**config.mk**
```make
export PLATFORM = sky130hd
export DESIGN_NAME = cpu
export DESIGN_NICKNAME = d
export VERILOG_FILES = /design/src/verilog/cpu_pkg.sv /design/src/verilog/alu.sv /design/src/verilog/register_file.sv /design/src/verilog/fetch_unit.sv /design/src/verilog/decode_unit.sv /design/src/verilog/execute_unit.sv /design/src/verilog/mem_wb_unit.sv /design/src/verilog/cpu.sv
export VERILOG_INCLUDE_DIRS = /design/src /design/src/include
export SDC_FILE = /design/constraint.sdc
export NUM_CORES = 1
export LEC_CHECK = 0
export BUFFER_PORTS_ARGS = -buffer_cell sky130_fd_sc_hd__buf_4
export CAP_MARGIN = 40
export CORE_MARGIN = 5
export CORE_UTILIZATION = 55
export CTS_BUF_LIST = sky130_fd_sc_hd__clkbuf_4 sky130_fd_sc_hd__clkbuf_8
export DETAILED_ROUTE_END_ITERATION = 10
export GPL_TIMING_DRIVEN = 0
export PLACE_DENSITY = 0.74
export SLEW_MARGIN = 40
export SYNTH_ARGS = -nofsm -noshare
export SYNTH_HDL_FRONTEND = slang
export SYNTH_SLANG_ARGS = --single-unit
```
**constraint.sdc**
```tcl
create_clock -name clk -period 6.2 [get_ports clk]
set_input_delay 0.62 -clock clk [delete_from_list [all_inputs] [get_ports clk]]
set_output_delay 0.62 -clock clk [all_outputs]
set_load 0.02 [all_outputs]
```
**src/include/cpu_defines.svh**
```systemverilog
`ifndef CPU_DEFINES_SVH
`define CPU_DEFINES_SVH

`define WORD_SIZE 16
`define REG_SIZE  2
`define NUM_REGS  4
`define IMM_SIZE  8

// opcode field in inst[15:12]
`define OP_RTYPE 4'd15
`define OP_ADI   4'd4
`define OP_ORI   4'd5
`define OP_LHI   4'd6
`define OP_LWD   4'd7
`define OP_SWD   4'd8

// funct field of r-type in inst[5:0]
`define FN_ADD 6'd0
`define FN_SUB 6'd1
`define FN_AND 6'd2
`define FN_ORR 6'd3
`define FN_NOT 6'd4
`define FN_TCP 6'd5
`define FN_SHL 6'd6
`define FN_SHR 6'd7
`define FN_WWD 6'd28
`define FN_HLT 6'd29

`define NOP_INST 16'h5000   // ori $0, $0, 0

`endif

```
**src/verilog/cpu_pkg.sv**
```systemverilog
`include "cpu_defines.svh"

package cpu_pkg;

    typedef logic [`WORD_SIZE-1:0] word_t;
    typedef logic [`WORD_SIZE-1:0] inst_t;
    typedef logic [`REG_SIZE-1:0]  reg_idx_t;
    typedef logic [2:0]            alu_func_t;   // low bits of funct
    typedef logic [1:0]            fwd_sel_t;    // none, mem or wb

    typedef enum logic {
        FETCH_RUN,
        FETCH_HALT
    } fetch_state_t;

endpackage

```
**src/verilog/alu.sv**
```systemverilog
`timescale 1ns/1ps
`include "cpu_defines.svh"

module alu
    import cpu_pkg::*;
(
    input  word_t     a,
    input  word_t     b,
    input  alu_func_t func,
    output word_t     result
);

    always_comb begin
        case ({3'b000, func})
            `FN_ADD: result = a + b;
            `FN_SUB: result = a - b;
            `FN_AND: result = a & b;
            `FN_ORR: result = a | b;
            `FN_NOT: result = ~a;
            `FN_TCP: result = -a;
            `FN_SHL: result = {a[`WORD_SIZE-2:0], 1'b0};
            `FN_SHR: result = {a[`WORD_SIZE-1], a[`WORD_SIZE-1:1]};   // sign kept
            default: result = '0;
        endcase
    end

endmodule

```
**src/verilog/register_file.sv**
```systemverilog
`timescale 1ns/1ps
`include "cpu_defines.svh"

module register_file
    import cpu_pkg::*;
(
    input  logic     clk,
    input  logic     reset_n,
    input  reg_idx_t read1,
    input  reg_idx_t read2,
    input  reg_idx_t dest,
    input  word_t    write_data,
    input  logic     reg_write,
    output word_t    read_out1,
    output word_t    read_out2
);

    word_t regs [`NUM_REGS];

    always_ff @(posedge clk) begin
        if (reset_n) begin
            for (int i = 0; i < `NUM_REGS; i++) begin
                regs[i] <= '0;
            end
        end else if (reg_write) begin
            regs[dest] <= write_data;
        end
    end

    // writeback in the same cycle goes straight to the reads
    assign read_out1 = (reg_write && dest == read1) ? write_data : regs[read1];
    assign read_out2 = (reg_write && dest == read2) ? write_data : regs[read2];

endmodule

```
**src/verilog/fetch_unit.sv**
```systemverilog
`timescale 1ns/1ps
`include "cpu_defines.svh"

module fetch_unit
    import cpu_pkg::*;
(
    input  logic  clk,
    input  logic  reset_n,
    input  logic  m1_ready,
    input  inst_t data1,
    input  logic  stall,
    input  logic  mem_ready,
    input  logic  halt_seen,
    output logic  read_m1,
    output word_t address1,
    output inst_t if_inst,
    output logic  if_valid
);

    fetch_state_t state;
    word_t        pc;
    logic         fetch_ok;
    logic         take_inst;
    logic         load_ifid;

    assign fetch_ok  = read_m1 && m1_ready;
    assign take_inst = fetch_ok && !halt_seen;   // fetch after hlt is dropped
    assign load_ifid = mem_ready && !stall;
    assign address1  = pc;

    always_ff @(posedge clk) begin
        if (reset_n) begin
            state    <= FETCH_RUN;
            read_m1  <= 1'b0;
            pc       <= '0;
            if_valid <= 1'b0;
        end else begin
            if (mem_ready && halt_seen) begin
                state   <= FETCH_HALT;
                read_m1 <= 1'b0;
            end else begin
                read_m1 <= (state == FETCH_RUN);
            end
            if (load_ifid) begin
                if_valid <= take_inst;
                if (take_inst) begin
                    pc <= pc + word_t'(1);
                end
            end
        end
    end

    always_ff @(posedge clk) begin
        if (load_ifid) begin
            if_inst <= take_inst ? data1 : `NOP_INST;
        end
    end

    // once halted, port 1 stays quiet until reset
    assert property (@(posedge clk) disable iff (reset_n)
        (state == FETCH_HALT) |-> !read_m1);

endmodule

```
**src/verilog/decode_unit.sv**
```systemverilog
`timescale 1ns/1ps
`include "cpu_defines.svh"

module decode_unit
    import cpu_pkg::*;
(
    input  logic      clk,
    input  logic      reset_n,
    input  inst_t     if_inst,
    input  logic      if_valid,
    input  logic      mem_ready,
    input  reg_idx_t  wb_dest,
    input  word_t     wb_data,
    input  logic      wb_write,
    output logic      stall,
    output logic      halt_seen,
    output word_t     id_rs_val,
    output word_t     id_rt_val,
    output word_t     id_imm,
    output reg_idx_t  id_rs,
    output reg_idx_t  id_rt,
    output reg_idx_t  id_dest,
    output alu_func_t id_func,
    output logic      id_alu_src,
    output logic      id_lhi,
    output logic      id_mem_read,
    output logic      id_mem_write,
    output logic      id_reg_write,
    output logic      id_wwd,
    output logic      id_halt,
    output logic      id_valid
);

    logic [3:0]           opcode;
    logic [5:0]           funct;
    logic [`IMM_SIZE-1:0] imm8;
    reg_idx_t             rs;
    reg_idx_t             rt;
    reg_idx_t             rd;
    word_t                rs_val;
    word_t                rt_val;
    word_t                imm_ext;
    reg_idx_t             dest;
    alu_func_t            func;
    logic                 alu_src, lhi, mem_read, mem_write, reg_write, wwd, halt;
    logic                 use_rs, use_rt;
    logic                 load_idex;

    assign opcode = if_inst[15:12];
    assign rs     = if_inst[11:10];
    assign rt     = if_inst[9:8];
    assign rd     = if_inst[7:6];
    assign funct  = if_inst[5:0];
    assign imm8   = if_inst[`IMM_SIZE-1:0];

    register_file regs (
        .clk       (clk),
        .reset_n   (reset_n),
        .read1     (rs),
        .read2     (rt),
        .dest      (wb_dest),
        .write_data(wb_data),
        .reg_write (wb_write),
        .read_out1 (rs_val),
        .read_out2 (rt_val)
    );

    ////////////////////////////////////////////////////////////
    // control decode

    always_comb begin
        dest      = rt;
        func      = alu_func_t'(`FN_ADD);
        imm_ext   = {{(`WORD_SIZE-`IMM_SIZE){imm8[`IMM_SIZE-1]}}, imm8};
        alu_src   = 1'b0;
        lhi       = 1'b0;
        mem_read  = 1'b0;
        mem_write = 1'b0;
        reg_write = 1'b0;
        wwd       = 1'b0;
        halt      = 1'b0;
        use_rs    = 1'b1;
        use_rt    = 1'b0;
        case (opcode)
            `OP_RTYPE: begin
                dest = rd;
                if (funct[5:3] == 3'b000) begin   // alu group
                    func      = funct[2:0];
                    reg_write = 1'b1;
                    use_rt    = 1'b1;
                end else if (funct == `FN_WWD) begin
                    wwd = 1'b1;
                end else if (funct == `FN_HLT) begin
                    halt   = 1'b1;
                    use_rs = 1'b0;
                end
            end
            `OP_ADI: begin
                alu_src   = 1'b1;
                reg_write = 1'b1;
            end
            `OP_ORI: begin
                func      = alu_func_t'(`FN_ORR);
                imm_ext   = {{(`WORD_SIZE-`IMM_SIZE){1'b0}}, imm8};
                alu_src   = 1'b1;
                reg_write = 1'b1;
            end
            `OP_LHI: begin
                func      = alu_func_t'(`FN_ORR);
                imm_ext   = {imm8, {(`WORD_SIZE-`IMM_SIZE){1'b0}}};
                alu_src   = 1'b1;
                lhi       = 1'b1;
                reg_write = 1'b1;
                use_rs    = 1'b0;
            end
            `OP_LWD: begin
                alu_src   = 1'b1;
                mem_read  = 1'b1;
                reg_write = 1'b1;
            end
            `OP_SWD: begin
                alu_src   = 1'b1;
                mem_write = 1'b1;
                use_rt    = 1'b1;
            end
            default: begin
                use_rs = 1'b0;   // dropped opcodes act as nops
            end
        endcase
    end

    // load in ex feeding the instruction in id
    assign stall = if_valid && id_mem_read &&
                   ((use_rs && id_dest == rs) || (use_rt && id_dest == rt));
    assign halt_seen = if_valid && halt;
    assign load_idex = if_valid && !stall;

    ////////////////////////////////////////////////////////////
    // ID/EX register

    always_ff @(posedge clk) begin
        if (reset_n) begin
            id_valid     <= 1'b0;
            id_mem_read  <= 1'b0;
            id_mem_write <= 1'b0;
            id_reg_write <= 1'b0;
            id_wwd       <= 1'b0;
            id_halt      <= 1'b0;
        end else if (mem_ready) begin
            id_valid     <= load_idex;
            id_mem_read  <= load_idex && mem_read;
            id_mem_write <= load_idex && mem_write;
            id_reg_write <= load_idex && reg_write;
            id_wwd       <= load_idex && wwd;
            id_halt      <= load_idex && halt;
        end
    end

    always_ff @(posedge clk) begin
        if (mem_ready) begin
            id_rs_val  <= rs_val;
            id_rt_val  <= rt_val;
            id_imm     <= imm_ext;
            id_rs      <= rs;
            id_rt      <= rt;
            id_dest    <= dest;
            id_func    <= func;
            id_alu_src <= alu_src;
            id_lhi     <= lhi;
        end else begin
            // writeback that lands while ex is held
            if (wb_write && wb_dest == id_rs) begin
                id_rs_val <= wb_data;
            end
            if (wb_write && wb_dest == id_rt) begin
                id_rt_val <= wb_data;
            end
        end
    end

endmodule

```
**src/verilog/execute_unit.sv**
```systemverilog
`timescale 1ns/1ps

module execute_unit
    import cpu_pkg::*;
(
    input  logic      clk,
    input  logic      reset_n,
    input  logic      mem_ready,
    input  word_t     id_rs_val,
    input  word_t     id_rt_val,
    input  word_t     id_imm,
    input  reg_idx_t  id_rs,
    input  reg_idx_t  id_rt,
    input  reg_idx_t  id_dest,
    input  alu_func_t id_func,
    input  logic      id_alu_src,
    input  logic      id_lhi,
    input  logic      id_mem_read,
    input  logic      id_mem_write,
    input  logic      id_reg_write,
    input  logic      id_wwd,
    input  logic      id_halt,
    input  logic      id_valid,
    input  reg_idx_t  wb_dest,
    input  word_t     wb_data,
    input  logic      wb_write,
    output word_t     ex_alu_out,
    output word_t     ex_store_data,
    output word_t     ex_wwd_val,
    output reg_idx_t  ex_dest,
    output logic      ex_mem_read,
    output logic      ex_mem_write,
    output logic      ex_reg_write,
    output logic      ex_wwd,
    output logic      ex_halt,
    output logic      ex_valid
);

    localparam fwd_sel_t FWD_NONE = 2'd0;
    localparam fwd_sel_t FWD_MEM  = 2'd1;
    localparam fwd_sel_t FWD_WB   = 2'd2;

    fwd_sel_t sel_a;
    fwd_sel_t sel_b;
    word_t    fwd_a;
    word_t    fwd_b;
    word_t    op_a;
    word_t    op_b;
    word_t    alu_result;

    function automatic word_t fwd_mux(fwd_sel_t sel, word_t reg_val, word_t mem_val,
                                      word_t wb_val);
        case (sel)
            FWD_MEM: return mem_val;
            FWD_WB:  return wb_val;
            default: return reg_val;
        endcase
    endfunction

    ////////////////////////////////////////////////////////////
    // forwarding where the newer ex/mem wins

    assign sel_a = (ex_reg_write && ex_dest == id_rs) ? FWD_MEM :
                   (wb_write && wb_dest == id_rs)     ? FWD_WB  : FWD_NONE;
    assign sel_b = (ex_reg_write && ex_dest == id_rt) ? FWD_MEM :
                   (wb_write && wb_dest == id_rt)     ? FWD_WB  : FWD_NONE;

    assign fwd_a = fwd_mux(sel_a, id_rs_val, ex_alu_out, wb_data);
    assign fwd_b = fwd_mux(sel_b, id_rt_val, ex_alu_out, wb_data);

    assign op_a = id_lhi ? '0 : fwd_a;        // lhi ignores rs
    assign op_b = id_alu_src ? id_imm : fwd_b;

    alu u_alu (
        .a     (op_a),
        .b     (op_b),
        .func  (id_func),
        .result(alu_result)
    );

    ////////////////////////////////////////////////////////////
    // EX/MEM register

    always_ff @(posedge clk) begin
        if (reset_n) begin
            ex_valid     <= 1'b0;
            ex_mem_read  <= 1'b0;
            ex_mem_write <= 1'b0;
            ex_reg_write <= 1'b0;
            ex_wwd       <= 1'b0;
            ex_halt      <= 1'b0;
        end else if (mem_ready) begin
            ex_valid     <= id_valid;
            ex_mem_read  <= id_mem_read;
            ex_mem_write <= id_mem_write;
            ex_reg_write <= id_reg_write;
            ex_wwd       <= id_wwd;
            ex_halt      <= id_halt;
        end
    end

    always_ff @(posedge clk) begin
        if (mem_ready) begin
            ex_alu_out    <= alu_result;
            ex_store_data <= fwd_b;    // rt of a store
            ex_wwd_val    <= fwd_a;
            ex_dest       <= id_dest;
        end
    end

    // decode never marks one instruction as both load and store
    assert property (@(posedge clk) disable iff (reset_n)
        !(ex_mem_read && ex_mem_write));

endmodule

```
**src/verilog/mem_wb_unit.sv**
```systemverilog
`timescale 1ns/1ps

module mem_wb_unit
    import cpu_pkg::*;
(
    input  logic     clk,
    input  logic     reset_n,
    input  word_t    ex_alu_out,
    input  word_t    ex_store_data,
    input  word_t    ex_wwd_val,
    input  reg_idx_t ex_dest,
    input  logic     ex_mem_read,
    input  logic     ex_mem_write,
    input  logic     ex_reg_write,
    input  logic     ex_wwd,
    input  logic     ex_halt,
    input  logic     ex_valid,
    input  logic     m2_ready,
    input  word_t    read_data,
    output logic     read_m2,
    output logic     write_m2,
    output word_t    address2,
    output word_t    write_data,
    output logic     mem_ready,
    output reg_idx_t wb_dest,
    output word_t    wb_data,
    output logic     wb_write,
    output word_t    output_port,
    output word_t    num_inst,
    output logic     is_halted
);

    assign read_m2    = ex_mem_read;
    assign write_m2   = ex_mem_write;
    assign address2   = ex_alu_out;
    assign write_data = ex_store_data;
    assign mem_ready  = m2_ready || !(ex_mem_read || ex_mem_write);

    ////////////////////////////////////////////////////////////
    // MEM/WB register and retire side effects

    always_ff @(posedge clk) begin
        if (reset_n) begin
            wb_write    <= 1'b0;
            output_port <= '0;
            num_inst    <= '0;
            is_halted   <= 1'b0;
        end else begin
            wb_write <= mem_ready && ex_reg_write;   // bubble while port 2 waits
            if (mem_ready && ex_valid) begin
                if (ex_wwd) begin
                    output_port <= ex_wwd_val;
                end
                if (ex_halt) begin
                    is_halted <= 1'b1;
                end else begin
                    num_inst <= num_inst + word_t'(1);
                end
            end
        end
    end

    always_ff @(posedge clk) begin
        if (mem_ready) begin
            wb_dest <= ex_dest;
            wb_data <= ex_mem_read ? read_data : ex_alu_out;
        end
    end

    // a pending store keeps its address and data until accepted
    assert property (@(posedge clk) disable iff (reset_n)
        (write_m2 && !m2_ready) |=> (write_m2 && $stable(address2) && $stable(write_data)));

endmodule

```
**src/verilog/cpu.sv**
```systemverilog
`timescale 1ns/1ps

module cpu
    import cpu_pkg::*;
(
    input  logic  clk,
    input  logic  reset_n,
    output logic  read_m1,
    output word_t address1,
    input  inst_t data1,
    input  logic  m1_ready,
    output logic  read_m2,
    output logic  write_m2,
    output word_t address2,
    input  word_t read_data,
    output word_t write_data,
    input  logic  m2_ready,
    output word_t num_inst,
    output word_t output_port,
    output logic  is_halted
);

    // if/id and pipeline control
    inst_t     if_inst;
    logic      if_valid;
    logic      stall;
    logic      halt_seen;
    logic      mem_ready;

    // id/ex
    word_t     id_rs_val, id_rt_val, id_imm;
    reg_idx_t  id_rs, id_rt, id_dest;
    alu_func_t id_func;
    logic      id_alu_src, id_lhi, id_mem_read, id_mem_write;
    logic      id_reg_write, id_wwd, id_halt, id_valid;

    // ex/mem
    word_t     ex_alu_out, ex_store_data, ex_wwd_val;
    reg_idx_t  ex_dest;
    logic      ex_mem_read, ex_mem_write, ex_reg_write, ex_wwd, ex_halt, ex_valid;

    // writeback
    reg_idx_t  wb_dest;
    word_t     wb_data;
    logic      wb_write;

    fetch_unit   u_fetch   (.*);
    decode_unit  u_decode  (.*);
    execute_unit u_execute (.*);
    mem_wb_unit  u_mem_wb  (.*);

endmodule

```
==> impl_metrics.json <==
{
  "post_cts_buffers": 0,
  "routed_wl_um": 44650,
  "clk_root_buffer_cell": "clkbuf_8",
  "syn_nets": 1473,
  "post_drt_wl_per_cell_um": 22.75,
  "max_freq_ghz": 0.1662,
  "path_clk_slew_ns": 0.06,
  "coreArea_um2": 27030,
  "io_buffer_count": 118,
  "power.density_nw_per_um2": 289.9,
  "hold_class": "in2reg",
  "worst_pin_slew_ns": 0.8828,
  "start_kind": "register",
  "dpl.hpwl_um": 33640,
  "cts.repair.resized": 0,
  "synth_edf_count": 207,
  "met3_usage_pct": 4.946,
  "avgSynthCellArea_um2": 10.72,
  "reg2reg_depth": 18,
  "slew_headroom_pct": 40.80,
  "final_util_pct": 65.38,
  "arrival_ns": 6.32,
  "gr-usage-all-layers_pct": 28.12,
  "finalHoldViolations": 0,
  "grt-ovfl-total": 0,
  "period_needed_ns": 6.017,
  "diodes": 0,
  "use_met2_pct": 43.92,
  "synth-seq-area-share_pct": 50.07,
  "drc": 0,
  "cts_buffer_depth": 3,
  "antenna_found_initial": 0,
  "slowest_stage": "a31oi_1",
  "syn_inst": 1415,
  "tritoncts": "done",
  "use_met1_pct": 40.71,
  "status": "finished clean",
  "gp_congestion": 0.9658,
  "worstPathCellList": "buf_4 > xor2_1 > clkbuf_1 > o31ai_1 > a31oi_1 > mux2i_1 > ha_1 > nor2_1 > xor2_1 > ha_1 > nor2b_1 > o21ai_0 > a21oi_1 > o41ai_1 > o21ai_0 > a31oi_1 > o21ai_0 > a211o_1",
  "yosysTopAreaCell": "edfxtp_1",
  "cts_sinks": 276,
  "cpPeakStageDelay_ns": 0.55,
  "yosys_most_used_dff": "edfxtp_1",
  "required_ns": 6.51,
  "ys_types": 83,
  "yosys-top-cells-area": "edfxtp_1 (41%), dfxtp_1 (9.1%), mux4_2 (5.5%)",
  "routed_via_density": 6.288,
  "dr.pass1.iters": 6,
  "io_pins": 120,
  "grt_pass1_vias": 11750,
  "synth_top_area_share_pct": 40.96,
  "post-route-period-util_pct": 97.04,
  "setup_viol": 0,
  "htree_levels": 2,
  "slew_violations": 0,
  "place_ws_ns": 0.1411,
  "grt_pass1_wl_um": 67850,
  "mostFrequentLayoutCell": "edfxtp_1",
  "end_kind": "register",
  "die_w_um": 176.1,
  "busiest_layer": "met2",
  "clk_latency_ns": 0.58,
  "ys_ff_latch": 276,
  "vias": 12340,
  "mostFrequentLayoutCells": "edfxtp_1 (207), nand2_1 (154), buf_4 (125), nor2_1 (94), and2_1 (87)",
  "drtAntennaViolNets": 0,
  "areaGrowthSynthToFinish_pct": 16.43,
  "cp_common_cell": "o21ai_0",
  "worstSetupPathType": "reg2reg",
  "numCtsBuffers": 46,
  "crit_fanout": 10,
  "drive_gt1_share_pct": 21.45,
  "synth_warnings": 0,
  "clock_skew_ns": 0.03065,
  "final_nets": 1642,
  "cts_hold_buf": 0,
  "rows": 60,
  "hold_depth": 2,
  "cap_violations": 0,
  "p_leak_uw": 0.006863,
  "syn-cell-area_um2": 15170,
  "die_area_um2": 31010,
  "synth_async_sr_flop_share_pct": 0,
  "start_util_pct": 56.15,
  "die_h_um": 176.1,
  "drtIter0Drc": 1447,
  "grt_max_degree": 44,
  "peakVddDrop_v": 0.0001699,
  "finalWorstSetupSlack_ns": 0.1834
}
power breakdown:
part           switching (uW)  internal, uW  total (uW)
Sequential                218          2170        2380
Clock                     767           977        1740
Combinational             600           394         994
cell usage after synthesis, drive strengths merged, types with 5 or more instances:
cell type    n
edfxtp     207
nand2      154
nor2        94
and2        87
a21oi       76
dfxtp       69
clkbuf      66
o21ai       59
xnor2       52
inv         51
mux2        41
nor3        38
mux4        37
o31ai       35
xor2        28
nand4       26
nor4        26
nand3       25
a31oi       22
ha          21
buf         20
nor2b       16
and3        15
mux2i       15
o31a        11
or3         11
a41oi       10
a211oi       8
a21o         8
nand2b       7
maj3         6
o21a         6
or2          6
a311oi       5
o41ai        5
cell type report:
class | instances | area (um2)
buffer | 86 | 371.6
clock buffer | 66 | 808.3
clock inverter | 20 | 190.2
fill | 2162 | 9358
inverter | 52 | 195.2
multi-input combinational | 1001 | 7142
sequential | 276 | 7597
tap | 341 | 426.7
timing repair buffer | 121 | 937.1
worst paths after layout:
kind              slack [ns]                 from                        to
setup / recovery        0.18  u_mem_wb.wb_dest[1]  u_execute.ex_alu_out[14]
hold / removal          0.31            data1[12]       u_fetch.if_inst[12]
setup reg to reg        0.18  u_mem_wb.wb_dest[1]  u_execute.ex_alu_out[14]
hold reg to reg         0.45        u_fetch.state             u_fetch.state
worst max-delay path: cells and delay by family, from the launching register on:
family / cells / cell delay, ns
compound gates: 9 / 2.88
buf+inv: 2 / 0.66
fa+ha+maj: 2 / 0.65
xor+xnor: 2 / 0.60
flops: 1 / 0.44
simple gates: 2 / 0.30
mux: 1 / 0.24
metrics by stage:
step / std cells / TNS [ns] / area (um2) / power, uW / hold slack (ns)
floorplan: 1415 / 0 / 15170 / 2955 / 0.4202
CTS: 1963 / 0 / 17600 / 5115 / 0.2764
global route: 1963 / -0.03108 / 17670 / 5318 / 0.2927
finish: 1963 / 0 / 17670 / 5122 / 0.3143
global placement: 1874 / -9.065 / 16490 / 3364 / 0.4308
detailed placement: 1877 / 0 / 16600 / 3383 / 0.4375
registers in the layout (all words and copies together) (netlist names), 2 cells and up, named ones only:
signal	cells
u_decode.id_imm	16
u_decode.id_rs	2
u_mem_wb.wb_data	16
u_execute.ex_wwd_val	16
u_decode.id_rs_val	16
u_decode.id_rt_val	16
u_execute.ex_alu_out	16
u_execute.ex_dest	2
u_mem_wb.num_inst	16
u_fetch.if_inst	16
u_decode.regs.regs	64
u_fetch.address1	16
u_decode.id_func	3
u_execute.ex_store_data	16
u_mem_wb.wb_dest	2
u_decode.id_rt	2
u_mem_wb.output_port	16
u_decode.id_dest	2
logic make-up (layout without fill, tap and decap cells):
group | Yosys count | in the layout | share of synthesized area, %
AO/OA/AOI/OAI | 285 | 285 | 12.66
XOR/XNOR | 80 | 80 | 4.815
adder cells (fa/ha/maj) | 28 | 28 | 2.259
buffers and inverters | 138 | 345 | 3.661
flip-flops | 276 | 276 | 50.07
multiplexers | 93 | 93 | 9.523
AND/OR/NAND/NOR | 515 | 515 | 17.02
routing by layer:
layer / routed length [um] / up-vias / part of all wire (%)
met2: 20130 / 697 / 45
met1: 18950 / 5951 / 42
met3: 4270 / 91 / 9.6
met4: 1302 / 0 / 2.9
li1: - / 5604 / -
met5: 0 / - / 0
(Power assumes the default switching activity.)
